[src/rtl/sd_cfg.svh]
`ifndef SD_CFG_SVH
`define SD_CFG_SVH

// Number of modulator inputs
`define SD_N_CHANNELS 2

// System clocks per modulator clock period
// Must be even, half high and half low
`define SD_CLK_DIV 4

// Modulator bits per output sample
// One of 4, 8, 16, 32 or 64
`define SD_DECIMATION 16

// Third-order CIC accumulator width
`define SD_FILTER_WIDTH (3 * $clog2(`SD_DECIMATION) + 1)

// Output value width
`define SD_SAMPLE_WIDTH 16

// Threshold register address width
`define SD_REG_ADDR_WIDTH 4

`endif

[src/rtl/sigma_delta_clock_generator.sv]
`timescale 1ns/1ps
`include "sd_cfg.svh"

module sigma_delta_clock_generator (
    input  logic clock,
    input  logic arst_n,
    input  logic sync,
    output logic clock_out,
    output logic bit_strobe,
    output logic decim_strobe
);

    localparam int HALF = `SD_CLK_DIV / 2;
    localparam int PW   = $clog2(`SD_CLK_DIV);
    localparam int DW   = $clog2(`SD_DECIMATION);

    logic [PW-1:0] prescaler;
    logic [PW-1:0] prescaler_next;
    logic [DW-1:0] decim_count;
    logic          rise_next;

    // Prescaler wraps once per modulator period
    always_comb begin
        if (prescaler == PW'(`SD_CLK_DIV - 1)) begin
            prescaler_next = '0;
        end else begin
            prescaler_next = prescaler + 1'b1;
        end
    end

    // Low half first, rising edge at the midpoint
    assign rise_next = (prescaler_next == PW'(HALF));

    // All outputs registered so the modulator clock is glitch free
    always_ff @(posedge clock or negedge arst_n) begin
        if (!arst_n) begin
            prescaler    <= '0;
            decim_count  <= '0;
            clock_out    <= 1'b0;
            bit_strobe   <= 1'b0;
            decim_strobe <= 1'b0;
        end else if (sync) begin
            // Restart the phase exactly as after reset
            prescaler    <= '0;
            decim_count  <= '0;
            clock_out    <= 1'b0;
            bit_strobe   <= 1'b0;
            decim_strobe <= 1'b0;
        end else begin
            prescaler    <= prescaler_next;
            clock_out    <= (prescaler_next >= PW'(HALF));
            // Strobe marks the cycle in which clock_out rises
            bit_strobe   <= rise_next;
            // Every SD_DECIMATION-th bit closes a decimation period
            decim_strobe <= rise_next && (decim_count == DW'(`SD_DECIMATION - 1));
            if (rise_next) begin
                // Power-of-two ratio, the counter wraps by itself
                decim_count <= decim_count + 1'b1;
            end
        end
    end

endmodule

[config.mk]
export PLATFORM = sky130hd
export DESIGN_NAME = sigma_delta_clock_generator
export DESIGN_NICKNAME = d
export VERILOG_FILES = /design/src/rtl/sigma_delta_clock_generator.sv
export VERILOG_INCLUDE_DIRS = /design/src /design/src/rtl
export SDC_FILE = /design/constraint.sdc
export NUM_CORES = 1
export LEC_CHECK = 0
export ABC_AREA = 0
export BUFFER_PORTS_ARGS = -buffer_cell sky130_fd_sc_hd__clkbuf_2
export CORE_AREA = 2 2 39 41
export CTS_CLUSTER_DIAMETER = 200
export DETAILED_ROUTE_END_ITERATION = 8
export DIE_AREA = 0 0 41 43
export GPL_TIMING_DRIVEN = 0
export PLACE_DENSITY = 0.51
export SYNTH_ARGS = -nofsm -noshare
export SYNTH_HDL_FRONTEND = slang
export SYNTH_SLANG_ARGS = --single-unit
[constraint.sdc]
create_clock -name clock -period 1.6 [get_ports clock]
set_clock_uncertainty 0.05 [all_clocks]
set_input_delay 0.16 -clock clock [delete_from_list [all_inputs] [get_ports clock]]
set_output_delay 0.16 -clock clock [all_outputs]
set_load 0.03 [all_outputs]
Word level (Yosys, flattened, before mapping)
Cells that the tools add are included.
{"block": "word_totals", "reg_bits": 9, "out_inout_bits": 3}
{"block": "classes", "n_reduce_logical": 2, "n_eq_ne": 3, "magnitude_cmp": 1, "addsub": 2, "mux": 7}
{"operator": "$mux 4", "count": 2}
{"operator": "$add 4x1->4 const B", "count": 1}
{"operator": "$eq 2x2->1 const B", "count": 2}
{"operator": "$eq 4x4->1 const B", "count": 1}
{"operator": "$mux 2", "count": 2}
{"operator": "$mux 1", "count": 3}
{"operator": "$add 2x1->2 const B", "count": 1}
{"operator": "$ge 2x2->1 const B", "count": 1}
{"operator": "$reduce_bool 2->1", "count": 1}
{"operator": "$logic_and 1x1->1", "count": 1}

Depth between registers and ports, before layout
{"block": "logic_depth", "word_depth": 5, "ltp_mapped": 5}

Worst setup path after synthesis
OpenSTA, ideal clock, no wires.
{"block": "synth_timing", "kind": "reg-to-reg", "start": "register prescaler[1]", "end": "register decim_count[3]", "setup_ns": 0.125, "path_stages_with_launch": 6, "arrival_time_ns": 1.265, "required_time_ns": 1.425, "slack_ns": 0.160, "path_cell_list": "dfrtp_1 inv_1 ha_1 buf_6 nand4_4 mux2_4"}
{"block": "synth_via", "elab_chain_len": 4, "elab_cells_between_ends": 5, "cone_classes": "1 x add/sub; 2 x eq/ne; 1 x mux; 1 x reduce/logical"}
{"item": "start, declared", "line": "sigma_delta_clock_generator.sv:17", "source": "logic [PW-1:0] prescaler;"}
{"item": "start signal, assigned", "line": "sigma_delta_clock_generator.sv:50", "source": "prescaler <= prescaler_next;"}
{"item": "$add 2x1->2 / $eq 2x2->1 (equally long branches)", "line": "sigma_delta_clock_generator.sv:27, sigma_delta_clock_generator.sv:24"}
{"item": "$mux 2 (*)", "line": "sigma_delta_clock_generator.sv:24", "source": "if (prescaler == PW'(`SD_CLK_DIV - 1)) begin"}
{"item": "$eq 2x2->1 (*)", "line": "sigma_delta_clock_generator.sv:32", "source": "assign rise_next = (prescaler_next == PW'(HALF));"}
{"item": "$reduce_bool 2->1 (no line) (*)"}
{"item": "end signal, assigned", "line": "sigma_delta_clock_generator.sv:58", "source": "decim_count <= decim_count + 1'b1;"}
{"item": "end, declared", "line": "sigma_delta_clock_generator.sv:19", "source": "logic [DW-1:0] decim_count;"}
Mark *: on every way between the ends. The rest lies on a longest branch, timed or not.
A chain may end at the register's enable or synchronous reset.

Worst setup path after layout
Same ends and word-level chain as after synthesis.

==> out/metrics.cfg <==
[outcome]
status=completed

[timing]
grt_setup_unrepaired=false
tightestPinTransition_ns=0.202
hold_viol=0
worst_slack_ns=0.300
fin_tns_setup_ns=0
slew_violations=0
fmax_ghz=0.769
period_share_pct=81.2
maxSlewHeadroom_pct=86.5
setup_violations=0
period_minus_slack_ns=1.30

[power_and_ir_drop]
p_per_area_nw_per_um2=999
vdd_ir_drop_max_mv=0.309
leakagePower_nw=0.234
p_sw_w=0.000119
power_frac_comb_pct=15.4
p_int_w=0.000333
switching_share_pct=26.3
power.share.clock_pct=33.5
pwr-share-seq_pct=51.1

[setup_path]
path_class=flop to flop
cp-end-kind=flop
crit_path_cell_trace=inv_1, ha_1, buf_6, nand4_4, mux2_4
setup.worst_path.start_class=flop
cp_slowest_stage_delay_ns=0.39
cp.arrival_ns=1.38
crit_fanout=6
cp.required_ns=1.68
slowest_stage=dfrtp_1

[worst_hold_path]
hold_path_class=primary input to flop

[cells_and_area]
final_cells=53
drive_gt1_share_pct=35.1
area_delta_synth_final_pct=20.7
diodes=0
fin_nets=45
final_util_pct=32.6
final_cell_area_um2=452

[global_routing]
grt_pass1_vias=243
overflow=0
met1_usage_pct=9.27
grt_max_degree=9
grt.met2_usage_pct=12.5
grt_usage_pct=8.71
grt_pass1_wl_um=966
grtUsageMet3_pct=3.14
grt_busiest_layer=met2
antenna_found_initial=0

[floorplan]
num_rows=14
die_w_um=41
die_area_um2=1760
start_util_pct=27.0
core-area_um2=1380
die_y_um=43
io_pins=6

[drt]
dr.pass1.iters=4
num_vias=228
drtIter0Drc=5
route.detailed.drc=0
ant_nets=0
via_per_inst=4.30
routed_wirelength_um=562
avgRoutedWirePerCell_um=10.6

[clock_network]
clkTransAtPathRegs_ns=0.05
cts_made_buffers=3
postCtsSetupBuffers=0
root_buffer=clkbuf_4
cts.sinks=8
cts_max_level=1
ctsResizeCount=0
tritoncts=done
clkLatencyLatePin_ns=0.25
cts.path.max_buffers=2

[synthesis]
synth.top_cell.area_share_pct=53.5
synth.area.top_cells=dfrtp_1, ha_1, nand4_4
synth_seq_cells=8
syn-cell-area_um2=374
seq_area_frac_synth_pct=53.5
netlist_instances=28
synth_cell_type_count=16
syn-num-nets=34
synth_area_per_cell_um2=13.4
yosys_warnings=0
synth.largest_area_cell=dfrtp_1

[placement]
pre_cts_slack_ns=0.298
dpl.hpwl_um=424
dp.cells=49
io_buffers=5
routabilityCongestion=0.712
dpl_cell_area_um2=419

[run]
cap_viol_max_count=0

==> power by group through the flow <==
| stage | logic (W) | clock network (W) | registers, W |
|---|---|---|---|
| after floorplan | 0.0000391 | 0 | 0.000243 |
| after global placement | 0.0000675 | 0 | 0.000233 |
| after detailed placement | 0.0000694 | 0 | 0.000235 |
| after CTS | 0.0000717 | 0.000165 | 0.000231 |
| after global routing | 0.0000788 | 0.000170 | 0.000232 |
| final | 0.0000696 | 0.000151 | 0.000231 |
==> critical path, delay by kind of cell (launching register included) <==
family / cells / cell delay (ns)
adders and majority gates: 1 / 0.15
DFF: 1 / 0.39
muxes: 1 / 0.30
buffers and inverters: 2 / 0.19
and+or+nand+nor: 1 / 0.10
==> synthesized netlist by cell type <==
cell type,count
dfrtp_1,8
inv_1,1
nand3b_1,1
buf_6,1
a21bo_2,1
ha_1,3
nor2b_2,1
mux2_4,1
nand4_4,1
mux2i_1,1
a21oi_1,1
nor3_1,1
nor2_1,4
xnor2_1,1
and4_1,1
nor2b_1,1
==> state kept, by name, indices dropped and copies added (netlist names) <==
register,flops
decim_strobe,1
prescaler,2
bit_strobe,1
decim_count,4
==> logic make-up (layout without fill, tap and decap cells) <==
| family | Yosys count | in the layout | synth area share (%) |
|---|---|---|---|
| AOI/OAI and AO/OA | 2 | 2 | 4.01 |
| xor gates and xnor gates | 1 | 1 | 2.34 |
| adders and majority gates | 3 | 3 | 10.0 |
| buffers and inverters | 2 | 11 | 4.01 |
| DFF | 8 | 8 | 53.5 |
| muxes | 2 | 2 | 6.69 |
| and+or+nand+nor | 10 | 10 | 19.4 |
==> cells in the final DEF, fill, tap and decap left out <==
| cell | count |
|---|---|
| xnor2_1 | 1 |
| inv_1 | 1 |
| clkbuf_2 | 5 |
| a21oi_1 | 1 |
| buf_6 | 1 |
| a21bo_2 | 1 |
| dfrtp_1 | 8 |
| nor2b_2 | 1 |
| nor2_1 | 4 |
| nor3_1 | 1 |
| ha_1 | 3 |
| clkbuf_4 | 3 |
| mux2_4 | 1 |
| nor2b_1 | 1 |
| nand3b_1 | 1 |
| and4_1 | 1 |
| nand4_4 | 1 |
| mux2i_1 | 1 |
| dlygate4sd3_1 | 1 |
==> repair_timing <==
action | 4_1_cts | 5_1_grt
setup endpoints to repair | 0 | 0
hold buffers | 1 | 0
hold endpoints to repair | 8 | 0
==> metal layers <==
layer / part of all wire, % / vias up / routed length (um)
li1: - / 114 / -
met1: 44 / 108 / 249
met2: 50 / 6 / 279
met3: 5.9 / 0 / 33
met4: 0 / 0 / 0
met5: 0 / - / 0
==> worst paths after layout <==
path                               from        endpoint  slack [ns]  cells past startpoint
max                        prescaler[1]  decim_count[3]        0.30                      5
min                                sync    prescaler[1]        0.14                      2
max reg2reg                prescaler[1]  decim_count[3]        0.30                      5
min reg2reg                prescaler[0]    prescaler[0]        0.42                      1
max in group asynchronous        arst_n    prescaler[0]        1.08                      2
min in group asynchronous        arst_n  decim_count[0]        0.24                      2
==> cell type report <==
type                       instances  area, um^2
buffer                             1        11.3
tap                               16        20.0
fill                             150         932
inverter                           1        3.75
timing repair buffer               6        35.0
clock buffer                       3        22.5
multi-input combinational         18         159
sequential                         8         200
==> metrics by stage <==
| stage | hold slack [ns] | power (W) |
|---|---|---|
| floorplan | -0.186 | 0.000282 |
| global placement | -0.0388 | 0.000301 |
| detailed placement | -0.0336 | 0.000304 |
| CTS | 0.130 | 0.000468 |
| global route | 0.142 | 0.000481 |
| finish | 0.141 | 0.000451 |
No activity file was read; power rests on OpenSTA's default activity.
