`src/rtl/sd_cfg.svh`:
```
`ifndef SD_CFG_SVH
`define SD_CFG_SVH

// Number of modulator inputs
`define SD_N_CHANNELS 2

// System clocks per modulator clock period
// Must be even, half high and half low
`define SD_CLK_DIV 4

// Modulator bits per output sample
// One of 4, 8, 16, 32 or 64
`define SD_DECIMATION 16

// Third-order CIC accumulator width
`define SD_FILTER_WIDTH (3 * $clog2(`SD_DECIMATION) + 1)

// Output value width
`define SD_SAMPLE_WIDTH 16

// Threshold register address width
`define SD_REG_ADDR_WIDTH 4

`endif

```
`src/rtl/sd_pkg.sv`:
```
`include "sd_cfg.svh"

package sd_pkg;

    // Channel index, never narrower than one bit
    typedef logic [(`SD_N_CHANNELS > 1 ? $clog2(`SD_N_CHANNELS) : 1)-1:0] sd_ch_t;

    // Filter output word
    typedef logic [`SD_SAMPLE_WIDTH-1:0] sd_value_t;

    // Register bus data word
    typedef logic [15:0] sd_word_t;

    // One beat of the sample stream
    typedef struct packed {
        sd_ch_t    channel;
        logic      over_high;
        logic      under_low;
        logic      overrun;
        sd_value_t value;
    } sd_sample_t;

    // Host register access
    // Read data returns one cycle after the read strobe
    typedef struct packed {
        logic                          write;
        logic                          read;
        logic [`SD_REG_ADDR_WIDTH-1:0] addr;
        sd_word_t                      wdata;
    } sd_reg_req_t;

    // Limits of one channel
    typedef struct packed {
        sd_word_t high;
        sd_word_t low;
    } sd_thresholds_t;

endpackage

```
`src/rtl/sigma_delta_control.sv`:
```
`timescale 1ns/1ps
`include "sd_cfg.svh"

module sigma_delta_control
    import sd_pkg::*;
(
    input  logic           clock,
    input  logic           arst_n,
    input  sd_reg_req_t    reg_req,
    output sd_word_t       reg_rdata,
    output logic           reg_rvalid,
    output sd_thresholds_t thresholds [`SD_N_CHANNELS]
);

    localparam int N  = `SD_N_CHANNELS;
    localparam int AW = `SD_REG_ADDR_WIDTH;

    logic [AW-2:0] req_channel;
    logic          req_low;
    sd_word_t      rdata_next;

    // Address 2n is the high limit of channel n, 2n+1 the low limit
    assign req_channel = reg_req.addr[AW-1:1];
    assign req_low     = reg_req.addr[0];

    // Read mux
    // Addresses past the last channel read zero
    always_comb begin
        rdata_next = '0;
        for (int n = 0; n < N; n++) begin
            if (int'(req_channel) == n) begin
                rdata_next = req_low ? thresholds[n].low : thresholds[n].high;
            end
        end
    end

    // Threshold registers
    // Reset opens the window fully so no flag fires
    always_ff @(posedge clock or negedge arst_n) begin
        if (!arst_n) begin
            for (int n = 0; n < N; n++) begin
                thresholds[n].high <= 16'hFFFF;
                thresholds[n].low  <= '0;
            end
            reg_rvalid <= 1'b0;
        end else begin
            reg_rvalid <= reg_req.read;
            if (reg_req.write) begin
                for (int n = 0; n < N; n++) begin
                    if (int'(req_channel) == n) begin
                        if (req_low) begin
                            thresholds[n].low <= reg_req.wdata;
                        end else begin
                            thresholds[n].high <= reg_req.wdata;
                        end
                    end
                end
            end
        end
    end

    // Read data sampled before a same-cycle write lands
    always_ff @(posedge clock) begin
        if (reg_req.read) begin
            reg_rdata <= rdata_next;
        end
    end

endmodule

```
`config.mk`:
```
export PLATFORM = sky130hd
export DESIGN_NAME = sigma_delta_control
export DESIGN_NICKNAME = d
export VERILOG_FILES = /design/src/rtl/sd_pkg.sv /design/src/rtl/sigma_delta_control.sv
export VERILOG_INCLUDE_DIRS = /design/src /design/src/rtl
export SDC_FILE = /design/constraint.sdc
export NUM_CORES = 1
export LEC_CHECK = 0
export ABC_CLOCK_PERIOD_IN_PS = 1200
export BUFFER_PORTS_ARGS = -buffer_cell sky130_fd_sc_hd__buf_2
export CELL_PAD_IN_SITES_DETAIL_PLACEMENT = 0
export CELL_PAD_IN_SITES_GLOBAL_PLACEMENT = 2
export CORE_MARGIN = 1
export CORE_UTILIZATION = 25
export DETAILED_ROUTE_END_ITERATION = 10
export GPL_TIMING_DRIVEN = 0
export PLACE_DENSITY = 0.6
export SLEW_MARGIN = 15
export SYNTH_ARGS = -nofsm -noshare
export SYNTH_HDL_FRONTEND = slang
export SYNTH_SLANG_ARGS = --single-unit
export TNS_END_PERCENT = 30
```
`constraint.sdc`:
```
create_clock -name clock -period 1.2 [get_ports clock]
set_clock_uncertainty 0.1 [all_clocks]
set_input_delay 0.06 -clock clock [delete_from_list [all_inputs] [get_ports clock]]
set_output_delay 0.06 -clock clock [all_outputs]
set_load 0.05 [all_outputs]
```
* After elaboration in Yosys (flattened, before gate mapping)
Cells that the tools add are included.
Word-level totals: register bits after elaboration 81, input port bits 24
Cells by class: mux-type cells 4, equal/unequal tests 1, bitwise logic cells 1, reduce and logical (&&, ||, !) cells 5
Operators by type and width (count):
- 2-to-1 mux 16 bit | 4
- AND reduction 3 bit | 4
- equality test 3 x 2 -> 1 bit, second input constant | 1
- zero test 3 bit | 1
- NOT 1 bit | 1

* Depth between registers and ports, before layout
Gate-level depths: netlist (run 1).
depth in word-level cells 3, mapped depth 5, mapped depth without buffers 3

* Worst setup path after synthesis (run 1)
No wires, ideal clock.
path type in2reg, start in reg_req[16] (netlist name), end reg thresholds[10] (netlist name), cell stages on the path 4, path slack -173 ps, buffers on the path 2, data required time 975 ps, arrival time 1148 ps, setup time 125 ps, path through buf_2 -> nor3b_2 -> buf_6 -> mux2_2
On the way: word-level cells in the longest chain between the ends 1
RTL lines:
- start: declaration | line sigma_delta_control.sv:9 | input sd_reg_req_t reg_req,
- AND reduction 3 bit (no line)
- end: declaration | line sigma_delta_control.sv:12 | output sd_thresholds_t thresholds [`SD_N_CHANNELS]
No other way between the ends. A chain may end at the register's enable or synchronous reset.

* Worst setup path in the final report (run 1)
start reg thresholds[51] (netlist name), end out thresholds[51] (netlist name)
No word-level cell between the ends.

==> out/results.ini, run 1 <==
[power]
switching_share_pct=38.2
p_per_area_nw_per_um2=2150
pwr-share-clk_pct=25.0
power_switching_mw=4.21
power.leakage_nw=2.33
combinationalPowerShare_pct=38.0
seqPwrFrac_pct=37.0
internal_power_mw=6.80
ir_drop_uv=1020

[clocking]
numCtsBuffers=9
cts_sinks=81
htreeDepth=3
clk_pin_slew_ns=0.06
cts_max_path_buffers=2
tritoncts=yes
insertion_delay_ns=0.35
clockRootBuffer=clkbuf_16

[cells_and_area]
regArea_sq_um=2150
finalNonFillerCells=533
fillers=1302
diodes=0
area_growth_pct=47.1
drive_gt1_share_pct=63.3
finalNetCount=376
multiInputGateArea_sq_um=1270

[min_path]
hp-class=in2reg
min_from=reg_req[20]
hold_end=reg_rvalid
hold_depth=1

[worst_setup_path]
crit_buf_inv=1
cp_max_fo=3
cp.arrival_ns=1.07
end_kind=output pin
timing.rr.start=thresholds[23]
cp_cell_sequence=buf_8
cp_slowest_cell=dfstp_2
critPathRequiredTime_ns=1.04
r2r_end=reg_rdata[7]
slowest_delay_ns=0.57
critPathLaunchType=register
ff2ff_setup_slack_ns=0.04
cp_top_family=flip-flops
worst-setup-path-type=reg2out
r2r_cells=3

[place]
portBuffers=103
dp_hpwl_um=6460
routabilityCongestion=0.718
placed_cells=495

[outcome]
violations=negative setup slack
status=finished, violations left

[synth]
synthCells=215
synth.distinct_cells=18
yosys_warnings=0
ys_seq_area_share_pct=61.7
synth.ff_latch_count=81
avgSynthCellArea_sq_um=16.2
synth_fp_nets=239
netlist_area_sq_um=3480

[routing]
dr.first_iter.drc_count=123
postRouteAntennaNets=0
drc_errors=0
dr.pass1.iters=4
wl_per_cell_um=18.4
routed_via_density=4.40
vias=2347
routed_wl_um=9810

[sta]
final_hold_viol_count=0
setup_viol=32
worstMarginPinSlew_ns=0.508
rsz0062_at_grt=yes
finalWorstSetupSlack_ns=-0.0298
slew_headroom_pct=66.2
max_freq_mhz=813
whs_ns=0.0157
drv_slew=0
period_share_pct=102
period_minus_slack_ns=1.23

[floorplanning]
die_area_sq_um=14400
start_util_pct=26.0
die_y_um=120
ioPinCount=105
core-area_sq_um=13400
die_w_um=120
rows=42

[grt]
grt_pass1_vias=2476
overflow=0
grt_use_total_pct=14.5
grt_pass1_wl_um=14900
grt_max_degree=36
antenna_found_initial=0

[job]
cap_violations=0

==> cells in the final DEF, fill, tap and decap left out, drive strengths merged, types with 3 or more instances in the layout <==
master,count
dfstp,32
dlygate4sd3,17
edfxtp,16
buf,114
clkbuf,19
clkinv,3
mux2,64
dfrtp,33
o22ai,16
mux2i,32
==> worst max path at each step <==
stage	startpoint	to	depth (start not counted)
3_3_place_gp	reg_req[18]	reg_rdata[12]	5
4_1_cts	thresholds[51]	thresholds[51]	1
5_1_grt	thresholds[62]	thresholds[62]	1
6_report	thresholds[51]	thresholds[51]	1
2_1_floorplan	reg_req[19]	thresholds[21]	5
3_5_place_dp	reg_req[18]	reg_rdata[6]	5
==> synth_stat cells, drive strengths merged <==
cell type   n  area (sq um)
dfstp      32           841
dfrtp      33           826
mux2       64           758
mux2i      32           320
o22ai      16           100
nand2       2          7.51
clkbuf      3          11.3
or3         2          13.8
buf         9          72.6
nor3b       2          25.0
edfxtp     16           480
nand3b      2          15.0
nor2        2          7.51
==> layer usage <==
| metal | global-route usage [%] | vias to the layer above | part of all wire [%] |
|---|---|---|---|
| met5 | 0 | - | 0 |
| met4 | 5.39 | 0 | 1.7 |
| met3 | 4.99 | 9 | 5.9 |
| met2 | 22.6 | 62 | 48 |
| met1 | 18.4 | 1194 | 44 |
| li1 | - | 1082 | - |
==> power by group through the flow <==
stage                     Sequential, mW  Combinational, mW  Clock [mW]
final                               4.08               4.18        2.75
after global routing                4.17               4.35        2.95
after CTS                           4.09               4.14        2.86
after detailed placement            4.02               3.59           0
after global placement              4.01               3.56           0
after floorplan                     5.94              0.766           0
==> registers in the layout, indices dropped and copies added, names as in the netlist <==
name        flops
reg_rdata      16
thresholds     64
reg_rvalid      1
==> through the flow <==
stage / TNS [ns] / setup WS, ns / util (%) / cell area, sq um / power, mW
6_report: -0.335 / -0.0298 / 38.2 / 5120 / 11.0
5_1_grt: -1.33 / -0.0610 / 38.2 / 5120 / 11.5
4_1_cts: -1.04 / -0.0892 / 37.8 / 5060 / 11.1
3_5_place_dp: -31.51 / -0.716 / 31.8 / 4260 / 7.61
3_3_place_gp: -44.73 / -0.654 / 31.6 / 4240 / 7.57
2_1_floorplan: -3.33 / -0.127 / - / 3500 / 6.71
==> final cells by class <==
type / count / share of cell area [%]
clock inverters: 4 / 0.856
clock buffers: 12 / 4.82
flip-flops and latches: 81 / 42.0
plain buffers: 11 / 1.83
well taps: 176 / 4.30
repair buffers: 127 / 21.4
multi-input cells: 122 / 24.8
==> timing repair <==
action / 4_1_cts / 5_1_grt
pin swaps: 1 / 0
setup buffers: 3 / 3
cloned: 0 / 0
endpoints found under the hold margin: 112 / 0
resized for setup: 99 / 12
hold buffers: 17 / 0
setup endpoints to repair: 73 / 60
==> kinds of logic after synthesis <==
logic type / after synthesis / share of synthesized area (%)
AOI/OAI and AO/OA: 16 / 2.88
buffers and inverters: 12 / 2.41
DFF: 81 / 61.7
muxes: 96 / 31.0
and+or+nand+nor: 10 / 1.98
Power figures use the tool's default switching activity.
==> run 2, diff against run 1 <==
- BUFFER_PORTS_ARGS: -buffer_cell sky130_fd_sc_hd__buf_2 -> -buffer_cell sky130_fd_sc_hd__buf_4
==> out/results.ini, run 2 (synthesis gave the netlist of run 1 again) <==
[outcome]
status=finished, violations left
violations=negative setup slack

[worst_setup_path]
cp_max_fo=3  ; unchanged
crit_buf_inv=1  ; unchanged
cp.arrival_ns=1.06  ; about the same
worst-setup-path-type=reg2out
cp_cell_sequence=buf_8
ff2ff_setup_slack_ns=0.07  ; +0.03 ns
r2r_cells=3  ; unchanged
critPathRequiredTime_ns=1.04  ; about the same
r2r_end=reg_rdata[9]
end_kind=output pin
slowest_delay_ns=0.57  ; about the same
cp_top_family=flip-flops
timing.rr.start=thresholds[25]
cp_slowest_cell=dfstp_2
critPathLaunchType=register

[grt]
grt_pass1_vias=2556  ; +3.2%
grt_pass1_wl_um=15400  ; +2.8%
antenna_found_initial=0  ; unchanged
overflow=0  ; unchanged
grt_max_degree=66  ; +83%
grt_use_total_pct=14.8  ; +0.30 points

[sta]
setup_viol=27  ; -16%
period_share_pct=102  ; -0.62 points
final_hold_viol_count=0  ; unchanged
drv_slew=0  ; unchanged
period_minus_slack_ns=1.22  ; -0.00745 ns
finalWorstSetupSlack_ns=-0.0223  ; +0.00745 ns
max_freq_mhz=818  ; +0.61%
rsz0062_at_grt=yes
tns_ns=-0.267  ; +0.0682 ns
slew_headroom_pct=59.2  ; -7.0 points
worstMarginPinSlew_ns=0.612  ; +0.105 ns

[cells_and_area]
final_cell_mix=buf_4, mux2_2, dfrtp_1
finalInstanceArea_sq_um=5220  ; +1.9%
layout_commonest_cell=buf_4
area_growth_pct=50.0
max_flop_register=thresholds
finalNetCount=374  ; -0.53%
fillers=1288  ; -1.1%
reg_top3=thresholds (64), reg_rdata (16), reg_rvalid (1)
drive_gt1_share_pct=62.5  ; -0.77 points
diodes=0  ; unchanged
largest_reg_flops=64  ; unchanged

[place]
place_area_sq_um=4490  ; +5.5%
dp_hpwl_um=6510  ; +0.72%
portBuffers=103  ; unchanged
routabilityCongestion=0.723  ; +0.63%

[floorplanning]
start_util_pct=26.0  ; unchanged
core-area_sq_um=13400  ; unchanged
die_area_sq_um=14400  ; unchanged
die_w_um=120  ; unchanged
ioPinCount=105  ; unchanged
die_y_um=120  ; unchanged
rows=42  ; unchanged

[routing]
routed_wl_um=10100  ; +3.0%
routed_via_density=4.38  ; -0.44%
dr.pass1.iters=4  ; unchanged
vias=2328  ; -0.81%
wl_per_cell_um=19.0  ; +3.3%
drc_errors=0  ; unchanged
postRouteAntennaNets=0  ; unchanged
dr.first_iter.drc_count=86  ; -30%

[clocking]
htreeDepth=3  ; unchanged
clockRootBuffer=clkbuf_16
tritoncts=yes
clk_pin_slew_ns=0.06  ; about the same
insertion_delay_ns=0.34  ; about the same
numCtsBuffers=9  ; unchanged
cts_max_path_buffers=2  ; unchanged
cts_sinks=81  ; unchanged

[power]
finalPower_mw=10.9  ; -0.75%
ir_drop_uv=668  ; -35%
power.leakage_nw=2.34  ; +0.62%
p_per_area_nw_per_um2=2100  ; -2.6%

[min_path]
hold_depth=3  ; +2
hold_end=reg_rdata[3]
hp-class=in2reg
min_from=reg_req[19]

[job]
cap_violations=0  ; unchanged

==> run 2: worst register-to-register path, delay by kind of cell (launching register included) <==
kind | cells | cell delay [ns]
DFF | 1 | 0.55
AOI/OAI and AO/OA | 1 | 0.16
buffers and inverters | 1 | 0.12
muxes | 1 | 0.06
==> run 2: final cells by class <==
type	count	area (sq um)	area share, %
clock inverter	5	22.5	0.432
clock buffer	11	233	4.46
multi-input combinational	122	1270	24.4
tap	176	220	4.22
timing repair buffer	125	1230	23.6
sequential	81	2150	41.2
buffer	11	87.6	1.68
==> run 2: power breakdown <==
part / internal (mW) / leakage (nW) / switching, mW / total (mW)
Sequential: 3.57 / 0.904 / 0.525 / 4.09
Clock: 1.38 / 0.128 / 1.11 / 2.49
Combinational: 1.73 / 1.31 / 2.62 / 4.35
Total: 6.68 / 2.34 / 4.25 / 10.9
==> run 2: layer usage <==
| layer | wire length (um) | vias to the layer above | track usage, % |
|---|---|---|---|
| met5 | 0 | - | 0 |
| met4 | 205 | 0 | 7.03 |
| met3 | 515 | 14 | 3.66 |
| met2 | 4810 | 65 | 23.4 |
| met1 | 4570 | 1176 | 18.9 |
| li1 | - | 1073 | - |
==> run 2: what timing repair did <==
action,in CTS,in global routing
endpoints found under the setup margin,73,88
pin swaps,1,0
hold endpoints to repair,98,0
setup buffers,2,2
resized for setup,68,4
hold buffers,18,0
==> run 2: worst max path at each step <==
stage,startpoint,slack (ns),cells past startpoint,to
floorplan,reg_req[19],-0.13,5,thresholds[21]
global placement,reg_req[18],-0.60,5,reg_rdata[12]
detailed placement,reg_req[18],-0.65,5,reg_rdata[11]
CTS,thresholds[27],-0.06,1,thresholds[27]
global route,thresholds[51],-0.05,1,thresholds[51]
finish,thresholds[22],-0.02,1,thresholds[22]
==> run 2: stage by stage <==
step,utilization (%),std cells,hold slack [ns],setup WS [ns]
2_1_floorplan,-,215,-0.336,-0.127
3_3_place_gp,33.5,494,0.136,-0.600
3_5_place_dp,33.5,494,0.137,-0.648
4_1_cts,38.7,529,0.162,-0.0615
5_1_grt,38.9,531,0.145,-0.0544
6_report,38.9,531,0.148,-0.0223
