$ cat src/rtl/sd_cfg.svh
`ifndef SD_CFG_SVH
`define SD_CFG_SVH

// Number of modulator inputs
`define SD_N_CHANNELS 2

// System clocks per modulator clock period
// Must be even, half high and half low
`define SD_CLK_DIV 4

// Modulator bits per output sample
// One of 4, 8, 16, 32 or 64
`define SD_DECIMATION 16

// Third-order CIC accumulator width
`define SD_FILTER_WIDTH (3 * $clog2(`SD_DECIMATION) + 1)

// Output value width
`define SD_SAMPLE_WIDTH 16

// Threshold register address width
`define SD_REG_ADDR_WIDTH 4

`endif

$ cat src/rtl/sd_pkg.sv
`include "sd_cfg.svh"

package sd_pkg;

    // Channel index, never narrower than one bit
    typedef logic [(`SD_N_CHANNELS > 1 ? $clog2(`SD_N_CHANNELS) : 1)-1:0] sd_ch_t;

    // Filter output word
    typedef logic [`SD_SAMPLE_WIDTH-1:0] sd_value_t;

    // Register bus data word
    typedef logic [15:0] sd_word_t;

    // One beat of the sample stream
    typedef struct packed {
        sd_ch_t    channel;
        logic      over_high;
        logic      under_low;
        logic      overrun;
        sd_value_t value;
    } sd_sample_t;

    // Host register access
    // Read data returns one cycle after the read strobe
    typedef struct packed {
        logic                          write;
        logic                          read;
        logic [`SD_REG_ADDR_WIDTH-1:0] addr;
        sd_word_t                      wdata;
    } sd_reg_req_t;

    // Limits of one channel
    typedef struct packed {
        sd_word_t high;
        sd_word_t low;
    } sd_thresholds_t;

endpackage

$ cat src/rtl/sigma_delta_channel.sv
`timescale 1ns/1ps
`include "sd_cfg.svh"

module sigma_delta_channel
    import sd_pkg::*;
(
    input  logic      clock,
    input  logic      arst_n,
    input  logic      bit_in,
    input  logic      bit_strobe,
    input  logic      decim_strobe,
    output sd_value_t result,
    output logic      result_valid
);

    localparam int FW = `SD_FILTER_WIDTH;

    //////////////////////////////
    // Integrators
    //////////////////////////////

    logic [FW-1:0] integ1;
    logic [FW-1:0] integ2;
    logic [FW-1:0] integ3;
    logic [FW-1:0] integ1_next;
    logic [FW-1:0] integ2_next;
    logic [FW-1:0] integ3_next;

    // Cascade in one step, each stage adds the new value of the one before
    assign integ1_next = integ1 + FW'(bit_in);
    assign integ2_next = integ2 + integ1_next;
    assign integ3_next = integ3 + integ2_next;

    // Wrapping arithmetic
    // The combs undo any overflow as long as FW covers R cubed
    always_ff @(posedge clock or negedge arst_n) begin
        if (!arst_n) begin
            integ1 <= '0;
            integ2 <= '0;
            integ3 <= '0;
        end else if (bit_strobe) begin
            integ1 <= integ1_next;
            integ2 <= integ2_next;
            integ3 <= integ3_next;
        end
    end

    //////////////////////////////
    // Combs
    //////////////////////////////

    logic [FW-1:0] comb_dly1;
    logic [FW-1:0] comb_dly2;
    logic [FW-1:0] comb_dly3;
    logic [FW-1:0] comb1;
    logic [FW-1:0] comb2;
    logic [FW-1:0] comb3;

    // decim_strobe always coincides with a bit_strobe
    // Taking integ3_next includes the closing bit of the period
    assign comb1 = integ3_next - comb_dly1;
    assign comb2 = comb1 - comb_dly2;
    assign comb3 = comb2 - comb_dly3;

    // Differential delays of one decimated sample
    always_ff @(posedge clock or negedge arst_n) begin
        if (!arst_n) begin
            comb_dly1 <= '0;
            comb_dly2 <= '0;
            comb_dly3 <= '0;
        end else if (decim_strobe) begin
            comb_dly1 <= integ3_next;
            comb_dly2 <= comb1;
            comb_dly3 <= comb2;
        end
    end

    // One-cycle pulse after each decimation strobe
    always_ff @(posedge clock or negedge arst_n) begin
        if (!arst_n) begin
            result_valid <= 1'b0;
        end else begin
            result_valid <= decim_strobe;
        end
    end

    // Range 0 to R cubed, zero-extended to the sample width
    always_ff @(posedge clock) begin
        if (decim_strobe) begin
            result <= sd_value_t'(comb3);
        end
    end

endmodule

$ cat config.mk
export PLATFORM = sky130hd
export DESIGN_NAME = sigma_delta_channel
export DESIGN_NICKNAME = d
export VERILOG_FILES = /design/src/rtl/sd_pkg.sv /design/src/rtl/sigma_delta_channel.sv
export VERILOG_INCLUDE_DIRS = /design/src /design/src/rtl
export SDC_FILE = /design/constraint.sdc
export NUM_CORES = 1
export LEC_CHECK = 0
export BUFFER_PORTS_ARGS = -buffer_cell sky130_fd_sc_hd__buf_4
export CAP_MARGIN = 20
export CORE_ASPECT_RATIO = 2
export CORE_UTILIZATION = 63
export DETAILED_ROUTE_END_ITERATION = 8
export GPL_TIMING_DRIVEN = 0
export PLACE_DENSITY_LB_ADDON = 0.12
export SLEW_MARGIN = 10
export SYNTH_ARGS = -nofsm -noshare
export SYNTH_HDL_FRONTEND = slang
export SYNTH_SLANG_ARGS = --single-unit
export TNS_END_PERCENT = 10
$ cat constraint.sdc
create_clock -name clock -period 6.8 [get_ports clock]
set_input_delay 0.34 -clock clock [delete_from_list [all_inputs] [get_ports clock]]
set_output_delay 0.34 -clock clock [all_outputs]
set_load 0.01 [all_outputs]
# == Yosys cells after proc, flatten, opt, wreduce, memory -nomap -nowiden ==
# Index checks and enable logic that the tools add are counted.
# totals
ff_bits,92
input_bits,5
out_inout_bits,17
# classes
addsub,6
# ops
cell,n
$sub A13 B13 Y13,3
$add A13 B13 Y13,2
$add A13 B1 Y13,1

# == Depth between registers and ports, before layout ==
# Gate-level depths: netlist of run 1.
# logic_depth
ltp_word,6
mapped_depth,32

# == Worst setup path after synthesis of run 1 ==
# No wires, ideal clock.
# synth_path
path_type,register to register
start,register integ1[0]
end,"register result[12], data pin"
setup_ns,0.260
arrival_ns,5.754
setup_slack_ns,0.786
stages_incl_launch_ff,28
period_less_slack_ns,6.014
cell_sequence,dfrtp_1 > ha_1 > ha_1 > inv_1 > fa_1 > nand3b_1 > nand2_1 > xor2_1 > ha_1 > o21a_1 > o31ai_1 > a21boi_0 > ha_1 > o21a_1 > o31a_1 > o31a_1 > o21a_1 > nor2_1 > xnor2_1 > ha_1 > and3_1 > a211o_1 > o41ai_1 > xnor2_1 > ha_1 > o41a_1 > xor2_1 > xnor2_1
# synth_between
elab_chain_len,6
# synth_lines
element,line,source
"start, declared",sigma_delta_channel.sv:22,logic [FW-1:0] integ1;
"start signal, assigned",sigma_delta_channel.sv:42,integ1 <= integ1_next;
$add A13 B1 Y13,sigma_delta_channel.sv:30,assign integ1_next = integ1 + FW'(bit_in);
via integ1_next[1],sigma_delta_channel.sv:25,logic [FW-1:0] integ1_next;
$add A13 B13 Y13,sigma_delta_channel.sv:31,assign integ2_next = integ2 + integ1_next;
via integ2_next[4],sigma_delta_channel.sv:26,logic [FW-1:0] integ2_next;
$add A13 B13 Y13,sigma_delta_channel.sv:32,assign integ3_next = integ3 + integ2_next;
via integ3_next[4],sigma_delta_channel.sv:27,logic [FW-1:0] integ3_next;
$sub A13 B13 Y13,sigma_delta_channel.sv:61,assign comb1 = integ3_next - comb_dly1;
via comb1[8],sigma_delta_channel.sv:55,logic [FW-1:0] comb1;
$sub A13 B13 Y13,sigma_delta_channel.sv:62,assign comb2 = comb1 - comb_dly2;
via comb2[11],sigma_delta_channel.sv:56,logic [FW-1:0] comb2;
$sub A13 B13 Y13,sigma_delta_channel.sv:63,assign comb3 = comb2 - comb_dly3;
via comb3[12],sigma_delta_channel.sv:57,logic [FW-1:0] comb3;
"end signal, assigned",sigma_delta_channel.sv:90,result <= sd_value_t'(comb3);
"end, declared",sigma_delta_channel.sv:12,"output sd_value_t result,"
# The timed path passes the listed nets, and every way through them passes these cells.
# A chain may end at the register's enable or synchronous reset.

# == Worst setup path in the final report of run 1 ==
# Ends and elaborated chain as after synthesis.

==> out/metrics.cfg, run 1 <==
[critical_path]
cp_top_family = compound AO/OA/AOI/OAI gates
end_kind = flip-flop
cp_max_fo = 5
cp.required_ns = 6.89
path_buf_inv = 0
worst_path_most_repeated_cell = ha_1
cp.arrival_ns = 6.61
critPathLaunchType = flip-flop
cpPeakStageDelay_ns = 0.40
path_class = flip-flop to flip-flop
crit_slowest_cell = dfrtp_1

[yosys]
syn_area_um2 = 6160
ys_seq_area_frac = 0.385
ys.flop_type = dfrtp_1
synth_warnings = 0
yosysUniqueCellTypes = 52
ys_seq_elements = 92
synth_edf_count = 13
syn_area_per_cell_um2 = 9.85
async_flop_share = 0.859
syn_inst = 625

[clock_tree]
clock_latency_ns = 0.35
cts_tree = done
clkSlewWorstSetupHoldPaths_ns = 0.07
numCtsBuffers = 9
clockBufferDepth = 2
cts_root_buf = clkbuf_16
numClockSinks = 92
ctsHtreeMaxLevel = 3

[routing]
drt-initial-drc-count = 164
drcViolationCount = 0
routedWlPerCell_um = 15.3
dr.pass1.iters = 4
via_per_inst = 5.63
via_count = 4462
ant_nets = 0
wl_mm = 12.1

[global_route]
grt_max_degree = 80
antenna_found_initial = 0
grt_pass1_vias = 4666
grtUsageTotal = 0.253
grt_pass1_wl_mm = 19.9
grt_remaining_overflow = 0

[placement]
hpwlAfterDp_mm = 9.08
gp_congestion = 0.909
dpl_cell_area_um2 = 6450
port_buffers = 17

[die]
die_h_um = 142
core-area_um2 = 9450
boundaryPins = 22
core.rowCount = 50
start_util = 0.652
die_w_um = 71.9
die_area_um2 = 10200

[layout]
area.sequential_um2 = 2370
nFillCells = 695
stdcell_area_um2 = 6880
multi_input_area_um2 = 3580
antenna_cells = 0
drive_above_1_share = 0.143
syn_to_final_growth_pct = 11.7
final_common_cell = dfrtp_1
nets = 732
mostFrequentLayoutCells = dfrtp_1, ha_1, inv_1

[status]
status = complete, no violations

[sta]
finalSetupViolations = 0
finalHoldViolations = 0
fin_crit_ns = 6.52
fin_crit_sh = 0.958
fin_skew_ns = 0.00749
slew_headroom = 0.555
fmax_mhz = 153
tightest_slew_ns = 0.667
slew_viol_final = 0

[flow_run]
drv_cap = 0

[worst_hold_path]
min_path_type = primary input to flip-flop

-- cells in the mapped netlist (all sizes together) (3+ instances only) --
| library cell | instances | area share |
|---|---|---|
| nor2 | 41 | 0.025 |
| edfxtp | 13 | 0.063 |
| xnor2 | 56 | 0.082 |
| nand3 | 10 | 0.010 |
| nand4 | 4 | 0.0041 |
| o21bai | 4 | 0.0049 |
| a21o | 9 | 0.011 |
| mux2i | 3 | 0.0049 |
| a211o | 4 | 0.0057 |
| o41ai | 3 | 0.0043 |
| ha | 64 | 0.13 |
| inv | 59 | 0.036 |
| clkbuf | 9 | 0.0055 |
| a21boi | 3 | 0.0037 |
| xor2 | 20 | 0.028 |
| buf | 6 | 0.0055 |
| nand2 | 54 | 0.033 |
| o31a | 4 | 0.0057 |
| and3 | 7 | 0.0077 |
| a211oi | 4 | 0.0049 |
| nor3 | 8 | 0.0083 |
| o211ai | 4 | 0.0049 |
| nor2b | 10 | 0.010 |
| o21ai | 38 | 0.031 |
| dfrtp | 79 | 0.32 |
| mux2 | 33 | 0.061 |
| fa | 5 | 0.016 |
| a21oi | 39 | 0.032 |
| o21a | 10 | 0.012 |
-- final cells by class --
type,instances,share of cell area
Sequential cell,92,0.344
Tap cell,130,0.0237
Timing Repair Buffer,20,0.0251
Clock inverter,1,0.00437
Multi-Input combinational cell,461,0.520
Inverter,59,0.0322
Clock buffer,15,0.0404
Buffer,15,0.00983
-- stage by stage --
stage          utilization  std cells  hold slack [ns]  worst slack (ns)  setup TNS, ns
2_1_floorplan            -        627           0.0444             0.786              0
3_5_place_dp         0.683        774            0.481           0.00980              0
4_1_cts              0.716        790            0.227            0.0380              0
5_1_grt              0.728        793            0.266           -0.0696        -0.0696
3_3_place_gp         0.683        774            0.476            0.0687              0
6_report             0.728        793            0.261             0.285              0
-- per-layer routing --
metal  vias to the layer above  part of all wire  GRT usage
li1                       2212                 -          -
met1                      2164              0.37      0.230
met2                        56              0.59      0.518
met3                        30             0.016     0.0369
met4                         0             0.029      0.114
met5                         -                 0          0
-- state kept, by name, summed over array words and instances (netlist names) --
name          count
comb_dly3        13
comb_dly2        13
integ3           13
result_valid      1
integ1           13
result           13
integ2           13
comb_dly1        13
-- path summary, 6_finish.rpt --
check | from | endpoint | slack, ns | cells past startpoint
worst max-delay path | integ1[0]$_DFFE_PN0P_ | result[12]$_DFFE_PP_ | 0.28 | 28
worst min-delay path | decim_strobe | result_valid$_DFF_PN0_ | 0.26 | 1
worst max register to register | integ1[0]$_DFFE_PN0P_ | result[12]$_DFFE_PP_ | 0.28 | 28
worst min register to register | integ2[12]$_DFFE_PN0P_ | integ2[12]$_DFFE_PN0P_ | 0.49 | 1
max in group asynchronous | arst_n | comb_dly1[10]$_DFFE_PN0P_ | 5.76 | 3
min in group asynchronous | arst_n | result_valid$_DFF_PN0_ | 0.45 | 2
-- cell families after synthesis --
family | synth area share
multiplexers | 0.0659
AO/OA/AOI/OAI | 0.136
flip-flops | 0.385
adder cells (fa/ha/maj) | 0.146
AND/OR/NAND/NOR | 0.109
XOR/XNOR | 0.111
other | 0.000609
buffers and inverters | 0.0470
-- timing repair --
action / 4_1_cts / 5_1_grt
resized for setup: 0 / 16
setup buffers: 0 / 1
hold buffers: 0 / 1
setup endpoints to repair: 0 / 2
hold endpoints to repair: 0 / 20
Power of run 1 is not shown: default switching activity piles up to over one toggle a cycle in this logic, so the estimate is an artifact.
==> inputs of run 2 (changes only) <==
- ABC_AREA: default -> 1
- CORE_MARGIN: default -> 2
==> run 2 against run 1 <==
Sequential share of layout area down 2.9 points. Register-to-register slack lost 0.11 ns. First-iteration DRC count rose by 69%. Die area rose by 9.0%.
==> out/metrics.cfg, run 2 <==
[sta]
fin_crit_sh = 0.974  ; +0.0164
slew_viol_final = 0  ; unchanged
tightest_slew_ns = 0.859  ; +0.192 ns
fmax_mhz = 151  ; -1.7%
tns_ns = 0  ; unchanged
fin_crit_ns = 6.63  ; +0.111 ns
finalHoldViolations = 0  ; unchanged
finalSetupViolations = 0  ; unchanged
fin_skew_ns = 0.00894  ; +0.00144 ns
slew_headroom = 0.420  ; -0.135

[yosys]
yosysMostFrequentCell = nand2_1
ys.flop_type = dfrtp_1
syn_inst = 792  ; +27%
async_flop_share = 0.859  ; unchanged
ys_seq_elements = 92  ; unchanged
synth_edf_count = 13  ; unchanged
syn_area_per_cell_um2 = 8.14  ; -17%
synth_top_cells_by_area = dfrtp_1, ha_1, nand2_1
synth_top_area_frac = 0.307  ; -0.0145
yosysUniqueCellTypes = 39  ; -25%
synth_common_cells = nand2_1, inv_1, dfrtp_1
synth_warnings = 0  ; unchanged
syn_area_um2 = 6450  ; +4.7%
ys_seq_area_frac = 0.367  ; -0.0174
synth_top_area_cell = dfrtp_1

[status]
status = complete, no violations

[die]
die_area_um2 = 11100  ; +9.0%
core.rowCount = 52  ; +4.0%
core-area_um2 = 10000  ; +6.1%
start_util = 0.643  ; -0.00817
boundaryPins = 22  ; unchanged
die_h_um = 147  ; +3.7%
die_w_um = 75.5  ; +5.1%

[layout]
syn_to_final_growth_pct = 16.5
final_common_cell = nand2_1
antenna_cells = 0  ; unchanged
nets = 917  ; +25%
mostFrequentLayoutCells = nand2_1, inv_1, dfrtp_1
drive_above_1_share = 0.152  ; +0.00883

[critical_path]
cp.arrival_ns = 6.73  ; +0.12 ns
path_class = flip-flop to flip-flop
r2r-end = result[12]$_DFFE_PP_
path_buf_inv = 4  ; +4
cp.required_ns = 6.90  ; about the same
ff2ff_path_depth = 36  ; +29%
end_kind = flip-flop
ff2ff_setup_slack_ns = 0.17  ; -0.11 ns
cp_max_fo = 5  ; unchanged
reg2reg_from = integ1[0]$_DFFE_PN0P_
crit_slowest_cell = dfrtp_1
critPathLaunchType = flip-flop
cp_top_family = compound AO/OA/AOI/OAI gates
cpPeakStageDelay_ns = 0.40  ; about the same

[routing]
drt-initial-drc-count = 277  ; +69%
ant_nets = 0  ; unchanged
dr.pass1.iters = 5  ; +1
via_count = 5359  ; +20%
routedWlPerCell_um = 15.3  ; +0.21%
via_per_inst = 5.45  ; -3.1%
wl_mm = 15.1  ; +24%
drcViolationCount = 0  ; unchanged

[worst_hold_path]
hold_depth = 1  ; unchanged
min_path_type = primary input to flip-flop
min_from = decim_strobe
whs_endpoint = result_valid$_DFF_PN0_

[placement]
gp_congestion = 0.896  ; -1.4%
hpwlAfterDp_mm = 11.0  ; +21%
port_buffers = 18  ; +1

[flow_run]
drv_cap = 0  ; unchanged

[clock_tree]
clkSlewWorstSetupHoldPaths_ns = 0.07  ; about the same
clock_latency_ns = 0.35  ; about the same
numClockSinks = 92  ; unchanged
numCtsBuffers = 9  ; unchanged
clockBufferDepth = 2  ; unchanged
cts_tree = done
cts_root_buf = clkbuf_16
ctsHtreeMaxLevel = 3  ; unchanged

[global_route]
grt_pass1_wl_mm = 24.3  ; +22%
grt_pass1_vias = 5615  ; +20%
grtUsageTotal = 0.283  ; +0.0304
antenna_found_initial = 0  ; unchanged
grt_max_degree = 80  ; unchanged
grt_remaining_overflow = 0  ; unchanged

-- run 2: final cells by class --
cell class                      instances  area (um2)
Multi-Input combinational cell        553        3760
Fill cell                             768        2510
Sequential cell                        92        2370
Inverter                              130         488
Timing Repair Buffer                   38         308
Clock buffer                           10         229
Tap cell                              135         169
Clock inverter                          6         111
Buffer                                 19        83.8
-- run 2: what timing repair did --
action,CTS,global route
pin swaps,1,22
hold buffers,0,1
gates resized for setup,5,42
buffers inserted,1,17
hold endpoints to repair,0,29
setup endpoints to repair,1,2
-- run 2: stage by stage --
stage | cell area [um2] | utilization | cells | hold WS [ns] | setup slack [ns]
3_3_place_gp | 6760 | 0.675 | 947 | 0.462 | -0.150
3_5_place_dp | 6760 | 0.675 | 947 | 0.473 | -0.264
2_1_floorplan | 6450 | - | 794 | 0.0444 | 0.837
4_1_cts | 7130 | 0.711 | 964 | 0.226 | 0.0444
5_1_grt | 7510 | 0.750 | 983 | 0.246 | -0.0763
6_report | 7510 | 0.750 | 983 | 0.253 | 0.174
-- run 2: kinds of logic (layout without fill, tap and decap cells) --
logic type,Yosys count,count (layout),synth area share
simple gates,271,271,0.200
fa+ha+maj,69,69,0.140
flops,92,92,0.367
other cells,1,3,0.000582
buf+inv,149,203,0.0887
compound gates,151,151,0.124
xor+xnor,59,59,0.0801
-- run 2: worst max-delay path by stage --
| stage | from | endpoint | slack [ns] | cells after the start |
|---|---|---|---|---|
| finish | integ1[0]$_DFFE_PN0P_ | result[12]$_DFFE_PP_ | 0.17 | 36 |
| global route | integ1[0]$_DFFE_PN0P_ | result[12]$_DFFE_PP_ | -0.08 | 36 |
| CTS | integ1[0]$_DFFE_PN0P_ | result[12]$_DFFE_PP_ | 0.04 | 35 |
| detailed placement | bit_in | result[12]$_DFFE_PP_ | -0.26 | 37 |
| global placement | bit_in | result[12]$_DFFE_PP_ | -0.15 | 37 |
| floorplan | integ1[0]$_DFFE_PN0P_ | result[12]$_DFFE_PP_ | 0.84 | 36 |
-- run 2: metal layers --
metal  up-vias  track usage  share of wire
met4         0        0.151          0.049
met3        54       0.0398          0.022
met2       109        0.551           0.58
met5         -            0              0
li1       2654            -              -
met1      2542        0.258           0.35
Power of run 2 is left out for the same reason.
==> inputs of run 3 (changes only) <==
- BUFFER_PORTS_ARGS: -buffer_cell sky130_fd_sc_hd__buf_4 -> default
- CORE_UTILIZATION: 63 -> 65
- DONT_BUFFER_PORTS: default -> 1
- PLACE_DENSITY_LB_ADDON: 0.12 -> 0.08
==> run 3 against run 2 <==
Cell count down 2.7%. Via count down 3.6%. Non-clock buffer count down 24. Clock-buffer cell count unchanged. Final area down 2.4%. Die area down 3.0%. Global-route usage down 0.17 points. Register-to-register slack better by 0.15 ns. First-iteration DRC count down 21%. Sequential share of layout area up 0.79 points. Fmax up 2.3%. Critical endpoint unchanged. Largest cell class unchanged. Highest routed layer unchanged.
==> out/metrics.cfg, run 3 (synthesis results as in run 2) <==
[sta]
slew_headroom = 0.366  ; -0.0543
fmax_mhz = 154  ; +2.3%
finalHoldViolations = 0  ; unchanged
fin_crit_sh = 0.952  ; -0.0223
fin_skew_ns = 0.00892  ; -0.0000208 ns
fin_crit_ns = 6.47  ; -0.152 ns
tightest_slew_ns = 0.939  ; +0.0804 ns
finalSetupViolations = 0  ; unchanged
slew_viol_final = 0  ; unchanged

[routing]
ant_nets = 0  ; unchanged
drcViolationCount = 0  ; unchanged
routedWlPerCell_um = 15.3  ; about the same
drt-initial-drc-count = 220  ; -21%
via_per_inst = 5.41  ; -0.84%
via_count = 5168  ; -3.6%
wl_mm = 14.7  ; -2.8%
dr.pass1.iters = 4  ; -1

[critical_path]
path_buf_inv = 7  ; +3
end_kind = flip-flop
cp.arrival_ns = 6.59  ; -0.14 ns
cp_top_family = adder cells
crit_slowest_cell = ha_2
cp.depth = 37  ; +2.8%
path_class = flip-flop to flip-flop
reg2reg_from = integ1[0]$_DFFE_PN0P_
r2r-end = result[12]$_DFFE_PP_
ff2ff_path_depth = 37  ; +2.8%
critPathLaunchType = flip-flop
worst_path_most_repeated_cell = inv_1
cpPeakStageDelay_ns = 0.43  ; +0.03 ns
cp.required_ns = 6.91  ; about the same
cp_max_fo = 7  ; +2
crit_end = result[12]$_DFFE_PP_
startpoint = integ1[0]$_DFFE_PN0P_
ff2ff_setup_slack_ns = 0.33  ; +0.15 ns

[flow_run]
drv_cap = 0  ; unchanged

[clock_tree]
clockBufferDepth = 2  ; unchanged
clkSlewWorstSetupHoldPaths_ns = 0.07  ; about the same
cts_root_buf = clkbuf_16
cts_tree = done
numClockSinks = 92  ; unchanged
ctsHtreeMaxLevel = 3  ; unchanged
clock_latency_ns = 0.35  ; about the same
numCtsBuffers = 9  ; unchanged

[layout]
nFillCells = 717  ; -6.6%
layout.cells.non_filler = 956  ; -2.7%
area.sequential_um2 = 2370  ; unchanged
syn_to_final_growth_pct = 13.7
drive_above_1_share = 0.146  ; -0.00649
multi_input_area_um2 = 3810  ; +1.4%
final_common_cell = nand2_1
antenna_cells = 0  ; unchanged
mostFrequentLayoutCells = nand2_1, inv_1, dfrtp_1
nets = 893  ; -2.6%

[status]
status = complete, no violations

[placement]
numPlacedInstances = 926  ; -2.2%
hpwlAfterDp_mm = 10.8  ; -2.0%
port_buffers = 0  ; -18
gp_congestion = 0.909  ; +1.4%

[global_route]
antenna_found_initial = 0  ; unchanged
grt_pass1_wl_mm = 23.3  ; -4.0%
grt_max_degree = 80  ; unchanged
grt_remaining_overflow = 0  ; unchanged
grtUsageTotal = 0.281  ; -0.00170
grt_pass1_vias = 5420  ; -3.5%

[die]
boundaryPins = 22  ; unchanged
die_area_um2 = 10800  ; -3.0%
die_h_um = 145  ; -1.5%
die_w_um = 74.4  ; -1.5%
core.rowCount = 51  ; -1.9%
start_util = 0.665  ; +0.0213
core-area_um2 = 9700  ; -3.2%

[worst_hold_path]
min_path_type = primary input to flip-flop

run 3: cell types whose count changed in the layout (fill, tap and decap cells not counted), sizes merged:
cell      change
clkinv        +1
buf          -24
bufinv        -3
clkinvlp      +2
run 3: worst min path at each step:
| stage | end | slack (ns) | startpoint | depth (start not counted) |
|---|---|---|---|---|
| finish | result_valid$_DFF_PN0_ | 0.02 | decim_strobe | 0 |
| global route | result_valid$_DFF_PN0_ | 0.008 | decim_strobe | 0 |
| CTS | result_valid$_DFF_PN0_ | 0.02 | decim_strobe | 0 |
| detailed placement | comb_dly3[1]$_DFFE_PN0P_ | 0.05 | arst_n | 0 |
| global placement | comb_dly3[2]$_DFFE_PN0P_ | 0.05 | arst_n | 0 |
| floorplan | comb_dly1[0]$_DFFE_PN0P_ | 0.04 | arst_n | 0 |
run 3: per-stage QoR:
step / hold slack [ns] / instance area, um2 / utilization / worst slack [ns] / setup TNS (ns)
2_1_floorplan: 0.0444 / 6450 / - / 0.837 / 0
3_3_place_gp: 0.0468 / 6620 / 0.683 / -0.0607 / -0.0607
3_5_place_dp: 0.0461 / 6620 / 0.683 / -0.159 / -0.159
4_1_cts: 0.0156 / 6960 / 0.718 / 0.0254 / 0
5_1_grt: 0.00831 / 7330 / 0.756 / -0.0899 / -0.0899
6_report: 0.0198 / 7330 / 0.756 / 0.325 / 0
run 3: final cells by class:
| cell class | count | share of cell area |
|---|---|---|
| repair buffers | 14 | 0.0174 |
| multi-input cells | 553 | 0.520 |
| flip-flops and latches | 92 | 0.323 |
| clock buffers | 10 | 0.0326 |
| inverters | 130 | 0.0666 |
| plain buffers | 19 | 0.0114 |
| clock inverters | 6 | 0.00666 |
| well taps | 132 | 0.0225 |
run 3: repair_timing:
action	CTS	global route
pin swaps	0	20
hold buffers	2	0
resized for setup	4	58
setup endpoints to repair	1	3
hold endpoints to repair	79	0
buffers inserted	0	12
run 3: routing by layer:
metal	vias up	part of all wire	track usage
li1	2605	-	-
met1	2428	0.36	0.258
met2	81	0.58	0.559
met3	54	0.016	0.0325
met4	0	0.045	0.157
met5	-	0	0
run 3: worst register-to-register path, delay by kind of cell, from the launching register on:
family	cells	cell delay [ns]
flops	1	0.40
buf+inv	7	0.59
simple gates	8	0.75
fa+ha+maj	7	1.99
compound gates	9	1.25
xor+xnor	6	1.25
Power of run 3 is left out for the same reason.
